$ cat config.mk
export PLATFORM = sky130hd
export DESIGN_NAME = pic_top
export DESIGN_NICKNAME = d
export VERILOG_FILES = /design/src/hdl/pic_pkg.sv /design/src/hdl/pic_top.sv /design/src/hdl/acknowledge_sequencer.sv /design/src/hdl/in_service_tracker.sv /design/src/hdl/command_decoder.sv /design/src/hdl/priority_resolver.sv
export VERILOG_INCLUDE_DIRS = /design/src /design/src/include
export SDC_FILE = /design/constraint.sdc
export NUM_CORES = 1
export LEC_CHECK = 0
export BUFFER_PORTS_ARGS = -buffer_cell sky130_fd_sc_hd__clkbuf_2
export CAP_MARGIN = 20
export CORE_UTILIZATION = 50
export CTS_CLUSTER_SIZE = 16
export DETAILED_ROUTE_END_ITERATION = 8
export GPL_ROUTABILITY_DRIVEN = 0
export PLACE_DENSITY = 0.76
export SLEW_MARGIN = 40
export SYNTH_ARGS = -nofsm -noshare
export SYNTH_HDL_FRONTEND = slang
export SYNTH_SLANG_ARGS = --single-unit
$ cat constraint.sdc
create_clock -name write_initial_command_word_2_4 -period 5.9 [get_ports write_initial_command_word_2_4]
set_input_delay 0.295 -clock write_initial_command_word_2_4 [delete_from_list [all_inputs] [get_ports write_initial_command_word_2_4]]
set_output_delay 0.295 -clock write_initial_command_word_2_4 [all_outputs]
set_load 0.01 [all_outputs]
$ cat src/include/pic_consts.svh
`ifndef PIC_CONSTS_SVH
`define PIC_CONSTS_SVH

// interrupt levels and the widths that follow from them
`define PIC_LEVELS          8
`define PIC_LEVEL_BITS      3
`define PIC_BASE_BITS       5

// reset values
`define PIC_RESET_ROTATE    3'd7
`define PIC_RESET_MASK      8'hFF

// level reported when the first acknowledge finds nothing pending
`define PIC_SPURIOUS_LEVEL  3'd7

// command byte field positions
`define PIC_ICW1_IC4_BIT    0
`define PIC_ICW4_AEOI_BIT   1
`define PIC_OCW2_OP_LSB     5

`endif
$ cat src/hdl/pic_pkg.sv
package pic_pkg;

    `include "pic_consts.svh"

    // kind of host strobe that goes with a data byte
    typedef enum logic [2:0] {
        CMD_NONE     = 3'd0,
        CMD_ICW1     = 3'd1,
        CMD_ICW_NEXT = 3'd2,
        CMD_OCW1     = 3'd3,
        CMD_OCW2     = 3'd4
    } cmd_kind_t;

    typedef struct packed {
        cmd_kind_t  kind;
        logic [7:0] data;
    } host_write_t;

    typedef enum logic [1:0] {
        INIT_NEED_ICW1,
        INIT_NEED_ICW2,
        INIT_NEED_ICW4,
        INIT_READY
    } init_state_t;

    // OCW2 bits 7:5 (R, SL, EOI)
    typedef enum logic [2:0] {
        OP_CLEAR_AUTO_ROTATE  = 3'b000,
        OP_NONSPEC_EOI        = 3'b001,
        OP_NOP                = 3'b010,
        OP_SPEC_EOI           = 3'b011,
        OP_SET_AUTO_ROTATE    = 3'b100,
        OP_ROTATE_NONSPEC_EOI = 3'b101,
        OP_SET_PRIORITY       = 3'b110,
        OP_ROTATE_SPEC_EOI    = 3'b111
    } ocw2_op_t;

    typedef struct packed {
        logic                       valid;
        ocw2_op_t                   op;
        logic [`PIC_LEVEL_BITS-1:0] level;
    } ocw2_cmd_t;

    typedef struct packed {
        logic [`PIC_BASE_BITS-1:0] base;
        logic                      auto_eoi;
        logic                      ready;
    } pic_config_t;

    typedef enum logic [1:0] {
        ACK_IDLE,
        ACK_FIRST,
        ACK_SECOND
    } ack_state_t;

    typedef struct packed {
        logic freeze;
        logic start;
        logic done;
    } ack_events_t;

    typedef struct packed {
        logic       valid;
        logic [7:0] data;
    } vector_out_t;

endpackage

$ cat src/hdl/pic_top.sv
`timescale 1ns/1ps

`include "pic_consts.svh"

module pic_top import pic_pkg::*; (
    input  logic                   write_initial_command_word_2_4,
    input  logic                   reset,
    input  host_write_t            host_write,
    input  logic [`PIC_LEVELS-1:0] interrupt_request,
    input  logic                   interrupt_acknowledge_n,
    output logic                   interrupt_to_cpu,
    output vector_out_t            vector_out
);

    pic_config_t                pic_config;
    logic [`PIC_LEVELS-1:0]     interrupt_mask;
    ocw2_cmd_t                  ocw2_cmd;
    ack_events_t                ack_events;
    logic [`PIC_LEVEL_BITS-1:0] ack_level;

    // host side, init sequence and OCW decode
    command_decoder u_command_decoder (
        .clock          (write_initial_command_word_2_4),
        .reset          (reset),
        .host_write     (host_write),
        .pic_config     (pic_config),
        .interrupt_mask (interrupt_mask),
        .ocw2_cmd       (ocw2_cmd)
    );

    // IRR, ISR and priority
    in_service_tracker u_in_service_tracker (
        .clock             (write_initial_command_word_2_4),
        .reset             (reset),
        .pic_config        (pic_config),
        .interrupt_mask    (interrupt_mask),
        .interrupt_request (interrupt_request),
        .ocw2_cmd          (ocw2_cmd),
        .ack_events        (ack_events),
        .ack_level         (ack_level),
        .interrupt_to_cpu  (interrupt_to_cpu)
    );

    // CPU side, INTA pulses and vector byte
    acknowledge_sequencer u_acknowledge_sequencer (
        .clock                   (write_initial_command_word_2_4),
        .reset                   (reset),
        .pic_config              (pic_config),
        .interrupt_acknowledge_n (interrupt_acknowledge_n),
        .ack_level               (ack_level),
        .ack_events              (ack_events),
        .vector_out              (vector_out)
    );

endmodule

$ cat src/hdl/acknowledge_sequencer.sv
`timescale 1ns/1ps

`include "pic_consts.svh"

module acknowledge_sequencer import pic_pkg::*; (
    input  logic                       clock,
    input  logic                       reset,
    input  pic_config_t                pic_config,
    input  logic                       interrupt_acknowledge_n,
    input  logic [`PIC_LEVEL_BITS-1:0] ack_level,
    output ack_events_t                ack_events,
    output vector_out_t                vector_out
);

    ack_state_t ack_state;
    logic       ack_n_prev;
    logic       ack_falling;
    logic       ack_rising;

    assign ack_falling = ack_n_prev & ~interrupt_acknowledge_n;
    assign ack_rising  = ~ack_n_prev & interrupt_acknowledge_n;

    always_ff @(posedge clock) begin
        if (reset) begin
            ack_n_prev <= 1'b1;
            ack_state  <= ACK_IDLE;
        end else begin
            ack_n_prev <= interrupt_acknowledge_n;

            // a re-init drops any sequence in flight
            if (!pic_config.ready) begin
                ack_state <= ACK_IDLE;
            end else begin
                case (ack_state)
                    ACK_IDLE: begin
                        if (ack_falling) begin
                            ack_state <= ACK_FIRST;
                        end
                    end
                    ACK_FIRST: begin
                        if (ack_rising) begin
                            ack_state <= ACK_SECOND;
                        end
                    end
                    ACK_SECOND: begin
                        if (ack_rising) begin
                            ack_state <= ACK_IDLE;
                        end
                    end
                    default: begin
                        ack_state <= ACK_IDLE;
                    end
                endcase
            end
        end
    end

    always_comb begin
        ack_events.start  = pic_config.ready && (ack_state == ACK_IDLE) && ack_falling;
        ack_events.done   = pic_config.ready && (ack_state == ACK_SECOND) && ack_rising;
        // IRR is held from the first falling edge through done
        ack_events.freeze = ack_events.start || (ack_state != ACK_IDLE);
    end

    // vector byte only while the second pulse is low
    always_comb begin
        vector_out.valid = (ack_state == ACK_SECOND) && !interrupt_acknowledge_n;
        if (vector_out.valid) begin
            vector_out.data = {pic_config.base, ack_level};
        end else begin
            vector_out.data = '0;
        end
    end

endmodule

$ cat src/hdl/in_service_tracker.sv
`timescale 1ns/1ps

`include "pic_consts.svh"

module in_service_tracker import pic_pkg::*; (
    input  logic                       clock,
    input  logic                       reset,
    input  pic_config_t                pic_config,
    input  logic [`PIC_LEVELS-1:0]     interrupt_mask,
    input  logic [`PIC_LEVELS-1:0]     interrupt_request,
    input  ocw2_cmd_t                  ocw2_cmd,
    input  ack_events_t                ack_events,
    output logic [`PIC_LEVEL_BITS-1:0] ack_level,
    output logic                       interrupt_to_cpu
);

    logic [`PIC_LEVELS-1:0]     request_reg;
    logic [`PIC_LEVELS-1:0]     in_service;
    logic [`PIC_LEVELS-1:0]     pending;
    logic                       auto_rotate;
    logic [`PIC_LEVEL_BITS-1:0] lowest_level;
    logic                       ack_real;

    logic                       req_found;
    logic [`PIC_LEVEL_BITS-1:0] req_level;
    logic                       isr_found;
    logic [`PIC_LEVEL_BITS-1:0] isr_level;

    logic [`PIC_LEVELS-1:0]     isr_set;
    logic [`PIC_LEVELS-1:0]     isr_clear;
    logic [`PIC_LEVEL_BITS-1:0] lowest_next;
    logic                       irq_pending;

    // rank 0 is the highest priority under the current rotation
    function automatic logic [`PIC_LEVEL_BITS-1:0] rank_of(
        input logic [`PIC_LEVEL_BITS-1:0] lvl,
        input logic [`PIC_LEVEL_BITS-1:0] lowest
    );
        return lvl - lowest - `PIC_LEVEL_BITS'(1);
    endfunction

    assign pending = request_reg & ~interrupt_mask;

    priority_resolver u_request_resolver (
        .levels       (pending),
        .lowest_level (lowest_level),
        .found        (req_found),
        .level        (req_level)
    );

    priority_resolver u_service_resolver (
        .levels       (in_service),
        .lowest_level (lowest_level),
        .found        (isr_found),
        .level        (isr_level)
    );

    // request must outrank everything already in service
    assign irq_pending = pic_config.ready && req_found &&
        (!isr_found || (rank_of(req_level, lowest_level) < rank_of(isr_level, lowest_level)));

    always_comb begin
        isr_set     = '0;
        isr_clear   = '0;
        lowest_next = lowest_level;

        if (ack_events.start && req_found) begin
            isr_set[req_level] = 1'b1;
        end

        // auto EOI at the end of the second INTA pulse
        if (ack_events.done && pic_config.auto_eoi && ack_real) begin
            isr_clear[ack_level] = 1'b1;
            if (auto_rotate) begin
                lowest_next = ack_level;
            end
        end

        if (ocw2_cmd.valid) begin
            case (ocw2_cmd.op)
                OP_NONSPEC_EOI: begin
                    if (isr_found) begin
                        isr_clear[isr_level] = 1'b1;
                    end
                end
                OP_ROTATE_NONSPEC_EOI: begin
                    if (isr_found) begin
                        isr_clear[isr_level] = 1'b1;
                        lowest_next          = isr_level;
                    end
                end
                OP_SPEC_EOI: begin
                    isr_clear[ocw2_cmd.level] = 1'b1;
                end
                OP_ROTATE_SPEC_EOI: begin
                    isr_clear[ocw2_cmd.level] = 1'b1;
                    lowest_next               = ocw2_cmd.level;
                end
                OP_SET_PRIORITY: begin
                    lowest_next = ocw2_cmd.level;
                end
                default: begin
                    lowest_next = lowest_next;
                end
            endcase
        end
    end

    always_ff @(posedge clock) begin
        if (reset) begin
            request_reg      <= '0;
            in_service       <= '0;
            auto_rotate      <= 1'b0;
            lowest_level     <= `PIC_RESET_ROTATE;
            ack_real         <= 1'b0;
            interrupt_to_cpu <= 1'b0;
        end else begin
            // IRR follows the lines except during an acknowledge
            if (!ack_events.freeze) begin
                request_reg <= interrupt_request;
            end

            in_service   <= (in_service & ~isr_clear) | isr_set;
            lowest_level <= lowest_next;

            if (ocw2_cmd.valid && ocw2_cmd.op == OP_SET_AUTO_ROTATE) begin
                auto_rotate <= 1'b1;
            end else if (ocw2_cmd.valid && ocw2_cmd.op == OP_CLEAR_AUTO_ROTATE) begin
                auto_rotate <= 1'b0;
            end

            if (ack_events.start) begin
                ack_real <= req_found;
            end

            if (ack_events.done) begin
                interrupt_to_cpu <= 1'b0;
            end else if (!ack_events.freeze) begin
                interrupt_to_cpu <= irq_pending;
            end
        end
    end

    // level reported in the vector byte
    always_ff @(posedge clock) begin
        if (ack_events.start) begin
            ack_level <= req_found ? req_level : `PIC_SPURIOUS_LEVEL;
        end
    end

endmodule

$ cat src/hdl/command_decoder.sv
`timescale 1ns/1ps

`include "pic_consts.svh"

module command_decoder import pic_pkg::*; (
    input  logic                   clock,
    input  logic                   reset,
    input  host_write_t            host_write,
    output pic_config_t            pic_config,
    output logic [`PIC_LEVELS-1:0] interrupt_mask,
    output ocw2_cmd_t              ocw2_cmd
);

    init_state_t init_state;
    logic        icw4_needed;

    // OCWs only count once the init sequence is through
    logic ocw_allowed;
    assign ocw_allowed = (init_state == INIT_READY);

    always_ff @(posedge clock) begin
        if (reset) begin
            init_state     <= INIT_NEED_ICW1;
            icw4_needed    <= 1'b0;
            pic_config     <= '0;
            interrupt_mask <= `PIC_RESET_MASK;
            ocw2_cmd       <= '0;
        end else begin
            // OCW2 decode is a single cycle pulse
            ocw2_cmd.valid <= 1'b0;

            case (host_write.kind)
                CMD_ICW1: begin
                    // restarts init from any state
                    init_state     <= INIT_NEED_ICW2;
                    icw4_needed    <= host_write.data[`PIC_ICW1_IC4_BIT];
                    pic_config     <= '0;
                    interrupt_mask <= `PIC_RESET_MASK;
                end

                CMD_ICW_NEXT: begin
                    case (init_state)
                        INIT_NEED_ICW2: begin
                            pic_config.base <= host_write.data[7:8-`PIC_BASE_BITS];
                            if (icw4_needed) begin
                                init_state <= INIT_NEED_ICW4;
                            end else begin
                                init_state       <= INIT_READY;
                                pic_config.ready <= 1'b1;
                            end
                        end
                        INIT_NEED_ICW4: begin
                            pic_config.auto_eoi <= host_write.data[`PIC_ICW4_AEOI_BIT];
                            pic_config.ready    <= 1'b1;
                            init_state          <= INIT_READY;
                        end
                        // stray ICW outside the sequence
                        default: begin
                            init_state <= init_state;
                        end
                    endcase
                end

                CMD_OCW1: begin
                    if (ocw_allowed) begin
                        interrupt_mask <= host_write.data;
                    end
                end

                CMD_OCW2: begin
                    if (ocw_allowed) begin
                        ocw2_cmd.valid <= 1'b1;
                        ocw2_cmd.op    <= ocw2_op_t'(host_write.data[`PIC_OCW2_OP_LSB +: 3]);
                        ocw2_cmd.level <= host_write.data[`PIC_LEVEL_BITS-1:0];
                    end
                end

                default: begin
                    init_state <= init_state;
                end
            endcase
        end
    end

endmodule

$ cat src/hdl/priority_resolver.sv
`timescale 1ns/1ps

`include "pic_consts.svh"

module priority_resolver (
    input  logic [`PIC_LEVELS-1:0]     levels,
    input  logic [`PIC_LEVEL_BITS-1:0] lowest_level,
    output logic                       found,
    output logic [`PIC_LEVEL_BITS-1:0] level
);

    // highest priority sits just above lowest_level, wrapping at 7
    always_comb begin
        logic [`PIC_LEVEL_BITS-1:0] idx;

        found = 1'b0;
        level = lowest_level;
        idx   = lowest_level;

        for (int i = 1; i <= `PIC_LEVELS; i++) begin
            // truncation gives the wrap, i = 8 lands back on lowest_level
            idx = lowest_level + `PIC_LEVEL_BITS'(i);
            if (!found && levels[idx]) begin
                found = 1'b1;
                level = idx;
            end
        end
    end

endmodule

======== Word-level counts from Yosys, hierarchy flattened ========
Index checks and enable logic that the tools add are counted.
word-level totals
  input port bits ......................... 22
  register bits ........................... 53
operators by class
  mux-type cells .......................... 100
  eq/ne operators ......................... 23
  order comparisons ....................... 17
  reductions and logical operators ........ 67
  bitwise gates (word level) .............. 13
  $add $sub $neg .......................... 11
operators by type and width
  cell                                                                          number
  3-bit two-way mux                                                             20
  1-bit binary-select mux with 3-bit select                                     16
  3-bit by 4-bit less-than comparator with 1-bit output, second input constant  12
  8-bit two-way mux                                                             6
  1-bit two-way mux                                                             41
  8-bit case mux with 2 select lines                                            2
  1-bit logical AND                                                             30
  8-bit OR                                                                      3
  8-bit AND                                                                     2
  1-bit logical NOT                                                             16
  8-bit NOT                                                                     2
  3-bit equality test, second input constant                                    5
  7-bit case mux with 2 select lines                                            1
  3-bit adder, second input constant                                            4
  1-bit demux with 3-bit select                                                 4
  3-bit by 1-bit >= comparator with 1-bit output, second input constant         4
  2-bit OR reduction                                                            6
  2-bit by 1-bit != test with 1-bit output, second input constant               5
  2-bit AND reduction                                                           5
  3-bit by 2-bit equality test with 1-bit output, second input constant         3
  2-bit case mux with 2 select lines                                            2
  2-bit nonzero test                                                            4
  7-bit two-way mux                                                             1
  3-bit by 2-bit adder with 3-bit output, second input constant                 2
  21 further kinds                                                              35

======== Logic depth before layout (Yosys ltp) ========
Gate-level depths: netlist (run 1).
  word-level depth ........................ 36
  gate-level depth with buffers ........... 22

======== Hierarchy ========
From an unflattened synthesis (run 1), not the netlist that was laid out.
unflattened totals
  cells, all modules ...................... 500
  area total of the unflattened synthesis .. 4680.7 µm²
modules (own cells, without submodules)
  module                                                       instances  cells each  area an instance (µm²)
  in_service_tracker                                           1          168         1475.2
  command_decoder                                              1          118         1196.1
  priority_resolver (u_in_service_tracker.u_request_resolver)  1          102         965.9
  priority_resolver (u_in_service_tracker.u_service_resolver)  1          84          804.5
  acknowledge_sequencer                                        1          28          239.0

======== Least setup slack after synthesis (run 1) ========
No wires, ideal clock.
  path kind ............................... flip-flop to flip-flop
  start ................................... register u_in_service_tracker.lowest_level[0]
  end ..................................... register u_in_service_tracker.interrupt_to_cpu
  setup time .............................. 0.078 ns
  path buffers ............................ 5
  data arrival time ....................... 5.305 ns
  stages on the path, launching flop included .. 23
  path slack .............................. 0.517 ns
  cells stage by stage .................... dfxtp_1 -> buf_6 -> inv_4 -> buf_2 -> ha_1 -> clkbuf_1 -> xor2_1 -> mux4_2 -> or4b_1 -> buf_2 -> nor3b_1 -> or4_1 -> buf_2 -> xnor2_1 -> ha_1 -> fa_1 -> and2_1 -> a2111oi_2 -> ha_1 -> nor2b_1 -> o21ai_0 -> a32oi_1 -> nor3_1
between the ends
  longest elaborated chain between the ends .. 30
RTL lines
  item                                             line                       RTL
  from (decl)                                      in_service_tracker.sv:21   logic [`PIC_LEVEL_BITS-1:0] lowest_level;
  from (signal assigned)                           in_service_tracker.sv:114  lowest_level <= `PIC_RESET_ROTATE;
  from (signal assigned)                           in_service_tracker.sv:124  lowest_level <= lowest_next;
  3-bit by 1-bit adder with 3-bit output           priority_resolver.sv:22    idx = lowest_level + `PIC_LEVEL_BITS'(i);
  1-bit binary-select mux with 3-bit select        priority_resolver.sv:23    if (!found && levels[idx]) begin
  1-bit two-way mux (implied by the code)          priority_resolver.sv:23
  1-bit two-way mux                                priority_resolver.sv:23
  1-bit logical NOT                                priority_resolver.sv:23
  1-bit logical AND                                priority_resolver.sv:23
  1-bit two-way mux                                priority_resolver.sv:23
  1-bit logical NOT                                priority_resolver.sv:23
  [... 15 more ...]                                --
  1-bit logical AND                                priority_resolver.sv:23
  3-bit two-way mux (*)                            priority_resolver.sv:23
  via u_in_service_tracker.req_level[0]            in_service_tracker.sv:25   logic [`PIC_LEVEL_BITS-1:0] req_level;
  3-bit subtractor (*)                             in_service_tracker.sv:39   return lvl - lowest - `PIC_LEVEL_BITS'(1);
  3-bit by 1-bit subtractor with 3-bit output (*)  in_service_tracker.sv:39
  3-bit less-than comparator (*)                   in_service_tracker.sv:60   (!isr_found || (rank_of(req_level, lowest_level) < rank_of(isr_level, lowest_level)));
  1-bit logical OR (*)                             in_service_tracker.sv:60
  1-bit logical AND (*)                            in_service_tracker.sv:59   assign irq_pending = pic_config.ready && req_found &&
  to (signal assigned)                             in_service_tracker.sv:139  interrupt_to_cpu <= irq_pending;
  to (decl)                                        in_service_tracker.sv:14   output logic interrupt_to_cpu
Mark *: on every way through the listed nets, which the timed path passes. The rest lies on a longest branch. The select of a mux whose other input is x is not followed.
A chain may end at the register's enable or synchronous reset.

======== Worst setup path in the final report (run 1) ========
  start ................................... register u_in_service_tracker.lowest_level[1]
  end ..................................... register u_in_service_tracker.interrupt_to_cpu
Same word-level chain as after synthesis.

==> results of run 1 <==
==> final timing paths <==
kind / slack (ns) / start / cells past startpoint / to
worst max-delay path: 0.43 / u_in_service_tracker.lowest_level[1] / 17 / u_in_service_tracker.interrupt_to_cpu
worst min-delay path: 0.22 / interrupt_acknowledge_n / 3 / u_acknowledge_sequencer.ack_n_prev
worst max register to register: 0.43 / u_in_service_tracker.lowest_level[1] / 17 / u_in_service_tracker.interrupt_to_cpu
worst min register to register: 0.45 / u_command_decoder.pic_config[2] / 2 / u_command_decoder.pic_config[2]
==> cell usage after synthesis, drive strengths merged, types with 6 or more instances <==
library cell / n / area, µm²
a211oi: 6 / 45.0
a21oi: 28 / 140
and2: 15 / 93.8
and3: 6 / 37.5
buf: 8 / 47.5
clkbuf: 19 / 71.3
dfxtp: 50 / 1000
ha: 6 / 75.1
inv: 11 / 43.8
mux2: 13 / 154
mux2i: 37 / 370
mux4: 22 / 495
nand2: 50 / 188
nand2b: 14 / 87.6
nand3: 17 / 85.1
nand3b: 6 / 45.0
nand4: 9 / 56.3
nor2: 46 / 173
nor2b: 18 / 113
nor3: 10 / 50.1
nor3b: 9 / 67.6
o21ai: 11 / 55.1
o22ai: 12 / 75.1
xnor2: 7 / 68.8
==> cell families (layout without fill, tap and decap cells) <==
logic type	count (synthesis)	in the layout	synth area share
flops	53	53	0.248
mux	72	72	0.232
fa+ha+maj	9	9	0.0284
xor+xnor	9	9	0.0196
simple gates	217	217	0.257
buf+inv	38	61	0.0370
compound gates	109	109	0.178
==> worst min-delay path, delay by kind of cell <==
family | cells | cell delay, ns
buffers and inverters | 2 | 0.17
and+or+nand+nor | 1 | 0.05
==> power by group through the flow <==
stage / clock (mW) / sequential (mW) / combinational (mW)
floorplan: 0 / 0.376 / 0.0159
global placement: 0 / 0.377 / 0.0277
detailed placement: 0 / 0.377 / 0.0289
CTS: 0.228 / 0.369 / 0.0289
global route: 0.240 / 0.370 / 0.0324
finish: 0.223 / 0.369 / 0.0290
==> routing by layer <==
layer | track usage | part of all wire
met1 | 0.353 | 0.42
met2 | 0.444 | 0.48
met3 | 0.0363 | 0.070
met4 | 0.111 | 0.035
met5 | 0 | 0
==> layout make-up <==
type	instances	area (µm²)	share of cell area
clock inverter	3	33.8	0.00710
tap	105	131	0.0276
multi-input combinational	416	3150	0.662
sequential	53	1090	0.229
clock buffer	5	68.8	0.0145
inverter	11	43.8	0.00920
timing repair buffer	42	238	0.0500
==> results.cfg, run 1 <==
[outcome]
outcome = completed

[power]
internal_power_mw = 0.465
powerDensity_nw_per_um2 = 130
combPwrFrac = 0.047
p_total_mw = 0.621
ir_worst_vdd_mv = 0.162
p_leak_nw = 1.86
seqPwrFrac = 0.594
clock_power_share = 0.359
p_sw_frac = 0.250
p_sw_mw = 0.155

[logic_synthesis]
syn_area_um2 = 4400
syn_inst = 507
yosys_most_used_dff = dfxtp_1
synth-edff-count = 3
avgSynthCellArea_um2 = 8.68
async_reset_ff_frac = 0
ys_ff_latch = 53
yosysUniqueCellTypes = 73
yosys_warnings = 0
syn_nets = 537
seq_area_frac_synth = 0.248

[route]
drt-initial-drc-count = 340
drc = 0
drt_wl_total_um = 11700
final_antenna_net_count = 0
via_count = 4183
firstDrtPassIters = 5
vias_per_cell = 6.59
wire_per_inst_um = 18.5

[sta]
worst_slew_pin_slew_ns = 0.700
fin_hold_ws_ns = 0.222
finalMaxSlewViolations = 0
skew_ns = 0.0148
final-setup-viol-count = 0
period_minus_slack_ns = 5.47
rsz0062_at_grt = no
relSlewSlack = 0.530
fin_crit_sh = 0.927
fmax_mhz = 183
setup-tns-final_ns = 0
hold_viol_final = 0
setup_ws_ns = 0.432

[die]
num_io_pins = 32
die_w_um = 95.8
die_area_um2 = 9180
core_area_um2 = 8380
rows = 33
die_y_um = 95.8
start_util = 0.525

[placed_design]
numPortBuffers = 31
hpwl_um = 8950
placed_area_um2 = 4660
dp_slack_ns = 0.493
placedCellCount = 627

[final_layout]
utilization = 0.568
layout.nets = 559
final_cell_mix = nand2_1 (50), dfxtp_1 (50), nor2_1 (46)
drive_above_1_share = 0.179
diodes = 0
area_growth_pct = 8.13
nFillCells = 764
final_cell_area_um2 = 4760
instances_no_fill = 635

[clocking]
cts_tree = done
cts_resized = 0
numCtsBuffers = 5
cts_setup_buffers = 0
postCtsHoldBufs = 0
clock-root-buffer = clkbuf_8
clockBufferDepth = 2
h-tree-depth = 2
clock-sinks = 53
clk_latency_ns = 0.31
cts.reportedPaths.clkPinSlew_ns = 0.11

[worst_setup_path]
cpPeakStageDelay_ns = 0.70
slowest_stage = or4b_1
start_kind = flop
crit_top_cell = ha_1
required_ns = 6.14
cp_cell_sequence = inv_2 > ha_1 > xor2_1 > mux4_2 > or4b_1 > nor3b_1 > or4_1 > xnor2_1 > ha_1 > fa_1 > and2_1 > a2111oi_2 > ha_1 > nor2b_1 > o21ai_0 > a32oi_1 > nor3_1
cp-end-kind = flop
crit_type = reg2reg
critical-path-top-delay-family = simple AND/OR/NAND/NOR gates
cp_num_buf_inv = 1
crit_arrival_ns = 5.71
worstPathMaxFanout = 11

[grt]
grt_use_total = 0.268
grt_pass1_vias = 3933
grt_pass1_wl_um = 19100
grt_max_degree = 32
antenna_found_initial = 0
grt_overflow = 0

[run]
maxCapViolations = 0

[min_path]
hold_path.class = in2reg
No activity file was read; power rests on OpenSTA's default activity.
==> run 2, diff against run 1 <==
--- a/config.mk
+++ b/config.mk
@@ -6,6 +6,7 @@
 export SDC_FILE = /design/constraint.sdc
 export NUM_CORES = 1
 export LEC_CHECK = 0
+export ABC_AREA = 1
 export BUFFER_PORTS_ARGS = -buffer_cell sky130_fd_sc_hd__clkbuf_2
 export CAP_MARGIN = 20
 export CORE_UTILIZATION = 50
@@ -13,6 +14,7 @@
 export DETAILED_ROUTE_END_ITERATION = 8
 export GPL_ROUTABILITY_DRIVEN = 0
 export PLACE_DENSITY = 0.76
+export SETUP_SLACK_MARGIN = 0.1
 export SLEW_MARGIN = 40
 export SYNTH_ARGS = -nofsm -noshare
 export SYNTH_HDL_FRONTEND = slang
==> run 2 against run 1 <==
Die area down 7.4%. Hold slack worse by 0.014 ns. Sequential power about the same. Highest routed layer unchanged.
==> results.cfg, run 2 <==
[outcome]
outcome = completed

[final_layout]
final_cell_mix = nand2_1 (204), inv_1 (82), nor2_1 (68)
drive_above_1_share = 0.120
nFillCells = 795
layout_commonest_cell = nand2_1
diodes = 0
area_growth_pct = 6.95
utilization = 0.557
instances_no_fill = 801
layout.nets = 728
final_cell_area_um2 = 4350

[placed_design]
placedCellCount = 793
placed_area_um2 = 4260
hpwl_um = 8200
numPortBuffers = 31
dp_slack_ns = 0.982

[logic_synthesis]
yosys-top-cells-area = dfxtp_1 (25%), nand2_1 (19%), inv_1 (7.7%), nand3_1 (7.5%), nor2_1 (6.3%)
yosysUniqueCellTypes = 45
synth-edff-count = 3
ys_ff_latch = 53
syn_nets = 707
yosys_warnings = 0
synth_most_common_cell = nand2_1
seq_area_frac_synth = 0.268
yosys_most_used_dff = dfxtp_1
syn_inst = 677
synth_commonest_cells = nand2_1 (204), inv_1 (83), nor2_1 (68)
syn_area_um2 = 4070
yosysTopAreaCellShare = 0.246
async_reset_ff_frac = 0
synth_top_cell_by_area = dfxtp_1
avgSynthCellArea_um2 = 6.01

[power]
p_total_mw = 0.611
combPwrFrac = 0.053
p_sw_mw = 0.148
powerDensity_nw_per_um2 = 141
p_leak_nw = 2.09
clock_power_share = 0.342
p_sw_frac = 0.242
internal_power_mw = 0.463
seqPwrFrac = 0.605
ir_worst_vdd_mv = 0.154

[sta]
rsz0062_at_grt = no
worst_slew_pin_slew_ns = 0.788
fin_crit_sh = 0.845
fin_hold_ws_ns = 0.208
setup_ws_ns = 0.914
skew_ns = 0.0112
period_minus_slack_ns = 4.99
fmax_mhz = 201
finalMaxSlewViolations = 0
relSlewSlack = 0.470
final-setup-viol-count = 0
hold_viol_final = 0
setup-tns-final_ns = 0

[clocking]
postCtsHoldBufs = 0
clk_latency_ns = 0.31
clockBufferDepth = 2
clock-root-buffer = clkbuf_8
clock-sinks = 53
numCtsBuffers = 5
cts_tree = done
h-tree-depth = 2
cts.reportedPaths.clkPinSlew_ns = 0.10
cts_setup_buffers = 0
cts_resized = 0

[die]
die_w_um = 92.2
core_area_um2 = 7810
start_util = 0.521
num_io_pins = 32
die_area_um2 = 8500
die_y_um = 92.2
rows = 32

[route]
wl_met2_um = 4760
wl_met3_um = 696
via_count = 4326
wl_met1_um = 4790
drt-initial-drc-count = 276
drc = 0
top_layer = met4
final_antenna_net_count = 0
drt_wl_total_um = 10500
wire_per_inst_um = 13.1
vias_per_cell = 5.40
firstDrtPassIters = 5

[worst_setup_path]
cpPeakStageDelay_ns = 0.81
critical-path-top-delay-family = adder cells
required_ns = 6.13
cp_num_buf_inv = 3
cp-end-kind = flop
crit_top_cell = nand2_1
slowest_stage = ha_1
rrSetupSlack_ns = 0.91
worstPathMaxFanout = 18
reg2reg_to = u_in_service_tracker.interrupt_to_cpu
r2r.worst_path.cells = 24
crit_type = reg2reg
crit_arrival_ns = 5.21
start_kind = flop
cp_cell_sequence = inv_1 > ha_1 > o211ai_1 > o21ai_1 > inv_1 > nand2_1 > nand2_1 > nor2_1 > nand2_1 > nor2_2 > nand2_2 > nor2_4 > nand2_1 > nand2_2 > inv_1 > ha_1 > fa_1 > xor2_1 > ha_1 > a21oi_1 > nand2_1 > nand2_1 > nand4_1 > a211oi_1
reg2reg_from = u_in_service_tracker.lowest_level[1]

[min_path]
hp-start = interrupt_request[7]
whs_path_depth = 3
hold_path.class = in2reg
min_to = u_in_service_tracker.request_reg[7]

[grt]
grt_max_degree = 33
antenna_found_initial = 0
grt_overflow = 0
grt_pass1_wl_um = 17800
grt_pass1_vias = 3837
grt_use_total = 0.258

[run]
maxCapViolations = 0
run 2: cell types whose count changed after synthesis, sizes merged, moves of 22 or more:
cell   delta
mux2i    -37
mux4     -22
inv      +85
o21ai    +43
nand2   +165
nor2     +29
nand3    +46
run 2: worst max path at each step:
stage | start | endpoint | slack (ns) | depth (start not counted)
floorplan | u_in_service_tracker.lowest_level[1] | u_in_service_tracker.interrupt_to_cpu | 1.94 | 26
global placement | u_in_service_tracker.lowest_level[1] | u_in_service_tracker.interrupt_to_cpu | 1.17 | 24
detailed placement | u_in_service_tracker.lowest_level[1] | u_in_service_tracker.interrupt_to_cpu | 0.98 | 24
CTS | u_in_service_tracker.lowest_level[1] | u_in_service_tracker.interrupt_to_cpu | 0.98 | 24
global route | u_in_service_tracker.lowest_level[1] | u_in_service_tracker.interrupt_to_cpu | 0.45 | 24
finish | u_in_service_tracker.lowest_level[1] | u_in_service_tracker.interrupt_to_cpu | 0.91 | 24
run 2: area by class of cell:
class | instances | area [µm²] | share of cell area
multi-input combinational | 510 | 2520 | 0.579
sequential | 53 | 1090 | 0.251
inverter | 96 | 360 | 0.0828
timing repair buffer | 32 | 163 | 0.0374
tap | 102 | 128 | 0.0293
clock buffer | 5 | 68.8 | 0.0158
clock inverter | 3 | 20.0 | 0.00460
run 2: cell families (layout without fill, tap and decap cells):
| kind of cell | after synthesis | in the layout | synth area share |
|---|---|---|---|
| buf+inv | 114 | 136 | 0.112 |
| flops | 53 | 53 | 0.268 |
| compound gates | 121 | 121 | 0.171 |
| fa+ha+maj | 8 | 8 | 0.0283 |
| xor+xnor | 8 | 8 | 0.0237 |
| simple gates | 373 | 373 | 0.397 |
run 2: worst min-delay path: cells and delay by family:
family        cells  cell delay [ns]
buf+inv           1             0.08
simple gates      2             0.12
run 2: routing by layer:
metal,global-route usage,vias to the layer above
met4,0.0859,0
met3,0.0315,25
met1,0.350,1901
met2,0.425,169
met5,0,-
li1,-,2231
run 2: power by group through the flow:
stage,clock [mW],sequential [mW],combinational (mW)
floorplan,0,0.378,0.0189
global placement,0,0.378,0.0313
detailed placement,0,0.378,0.0320
CTS,0.211,0.370,0.0322
global route,0.226,0.371,0.0364
finish,0.209,0.370,0.0322
==> run 3, diff against run 2 <==
==> constraint.sdc (replaced) <==
create_clock -name write_initial_command_word_2_4 -period 4.8 [get_ports write_initial_command_word_2_4]
set_input_delay 0.24 -clock write_initial_command_word_2_4 [delete_from_list [all_inputs] [get_ports write_initial_command_word_2_4]]
set_output_delay 0.24 -clock write_initial_command_word_2_4 [all_outputs]
set_load 0.01 [all_outputs]
==> run 3 against run 2 <==
Combinational power increased by 24%. Non-clock buffer count increased by 3. Final area increased by 0.75%. Global-route usage increased by 1.7 points. Worst setup slack got worse by 0.38 ns. Largest cell class unchanged. Highest routed layer unchanged.
==> results.cfg, run 3 (synthesis results as in run 2) <==
[sta]
final-setup-viol-count = 0
finalMaxSlewViolations = 0
relSlewSlack = 0.441
hold_viol_final = 0
fmax_mhz = 234
rsz0062_at_grt = no
worst_slew_pin_slew_ns = 0.832
skew_ns = 0.00921
setup-tns-final_ns = 0
period_minus_slack_ns = 4.27
fin_crit_sh = 0.889

[clocking]
clock-sinks = 53
clock-root-buffer = clkbuf_8
cts_tree = done
cts_setup_buffers = 0
cts.reportedPaths.clkPinSlew_ns = 0.10
postCtsHoldBufs = 0
clockBufferDepth = 2
clk_latency_ns = 0.31
h-tree-depth = 2
numCtsBuffers = 5
cts_resized = 0

[die]
die_y_um = 92.2
die_area_um2 = 8500
start_util = 0.521
rows = 32
die_w_um = 92.2
core_area_um2 = 7810
num_io_pins = 32

[min_path]
hold_path.class = in2reg

[power]
combPwrFrac = 0.052
p_sw_mw = 0.182
internal_power_mw = 0.584
ir_worst_vdd_mv = 0.165
clock_power_share = 0.354
p_leak_nw = 2.11
p_sw_frac = 0.238
powerDensity_nw_per_um2 = 175
seqPwrFrac = 0.594

[worst_setup_path]
required_ns = 5.03
worstPathMaxFanout = 18
crit_arrival_ns = 4.50
rrSetupSlack_ns = 0.53
crit_type = reg2reg
start_kind = flop
cp-end-kind = flop

[route]
final_antenna_net_count = 0
wire_per_inst_um = 13.8
firstDrtPassIters = 6
vias_per_cell = 5.50
drc = 0
drt-initial-drc-count = 307
via_count = 4421
drt_wl_total_um = 11100

[final_layout]
area_growth_pct = 7.75
instances_no_fill = 804
nFillCells = 768
layout.nets = 731
drive_above_1_share = 0.125
layout_commonest_cell = nand2_1
diodes = 0
final_cell_mix = nand2_1 (204), inv_1 (82), nor2_1 (68)

[placed_design]
numPortBuffers = 31
hpwl_um = 8650
placedCellCount = 796

[grt]
grt_overflow = 0
grt_pass1_wl_um = 18700
grt_max_degree = 33
antenna_found_initial = 0
grt_pass1_vias = 4028
grt_use_total = 0.275

[run]
maxCapViolations = 0

[outcome]
outcome = completed
[run 3: cell types whose count changed in the layout (fill, tap and decap cells not counted)]
cell / previous run / this run
clkinv_2: 1 / 0
clkinv_1: 1 / 0
buf_4: 1 / 4
inv_4: 1 / 0
inv_2: 13 / 14
clkbuf_8: 5 / 6
clkinvlp_4: 0 / 1
[run 3: layout make-up]
class | instances | area [µm²] | area share
Clock buffer | 6 | 82.6 | 0.0188
Clock inverter | 2 | 16.3 | 0.00371
Inverter | 96 | 360 | 0.0822
Multi-Input combinational cell | 510 | 2520 | 0.575
Sequential cell | 53 | 1090 | 0.249
Tap cell | 102 | 128 | 0.0291
Timing Repair Buffer | 35 | 185 | 0.0422
[run 3: critical path, stage by stage (launching register included)]
cell      delay, ns
dfxtp_1        0.35
inv_2          0.14
ha_1           0.72
nand2_1        0.15
o21ai_2        0.11
nand2_1        0.09
nand2_2        0.11
nand3_1        0.08
nor2_1         0.09
nand2_1        0.09
nor2_2         0.14
nand2_2        0.09
nor2_4         0.12
nand2_1        0.07
nand2_2        0.12
inv_1          0.06
ha_1           0.21
fa_1           0.41
xor2_1         0.17
ha_1           0.31
a21oi_1        0.15
nand2_1        0.07
nand2_1        0.07
nand4_1        0.09
a211oi_1       0.21
[run 3: power groups by stage]
| stage | clock [mW] | combinational, mW | sequential [mW] |
|---|---|---|---|
| finish | 0.271 | 0.0398 | 0.455 |
| global route | 0.292 | 0.0454 | 0.456 |
| CTS | 0.274 | 0.0397 | 0.455 |
| detailed placement | 0 | 0.0395 | 0.465 |
| global placement | 0 | 0.0385 | 0.465 |
| floorplan | 0 | 0.0232 | 0.464 |
[run 3: routing by layer]
metal	routed length, µm	global-route usage	up-vias
li1	-	-	2228
met1	5000	0.363	1971
met2	5180	0.462	190
met3	650	0.0282	32
met4	280	0.103	0
met5	0	0	-
[run 3: final timing paths]
| path | start | to | cells past startpoint |
|---|---|---|---|
| worst max-delay path | u_in_service_tracker.lowest_level[0] | u_in_service_tracker.interrupt_to_cpu | 24 |
| worst min-delay path | interrupt_request[5] | u_in_service_tracker.request_reg[5] | 3 |
| worst max register to register | u_in_service_tracker.lowest_level[0] | u_in_service_tracker.interrupt_to_cpu | 24 |
| worst min register to register | u_in_service_tracker.request_reg[4] | u_in_service_tracker.request_reg[4] | 2 |
[run 3: through the flow]
stage | setup slack (ns) | hold WS, ns | total power [mW] | instance area (µm²) | util
5_1_grt | 0.181 | 0.149 | 0.794 | 4380 | 0.561
3_3_place_gp | 0.725 | 0.441 | 0.503 | 4280 | 0.549
3_5_place_dp | 0.584 | 0.453 | 0.504 | 4280 | 0.549
2_1_floorplan | 0.836 | 0.336 | 0.487 | 4070 | -
4_1_cts | 0.563 | 0.143 | 0.768 | 4380 | 0.561
6_report | 0.532 | 0.149 | 0.766 | 4380 | 0.561
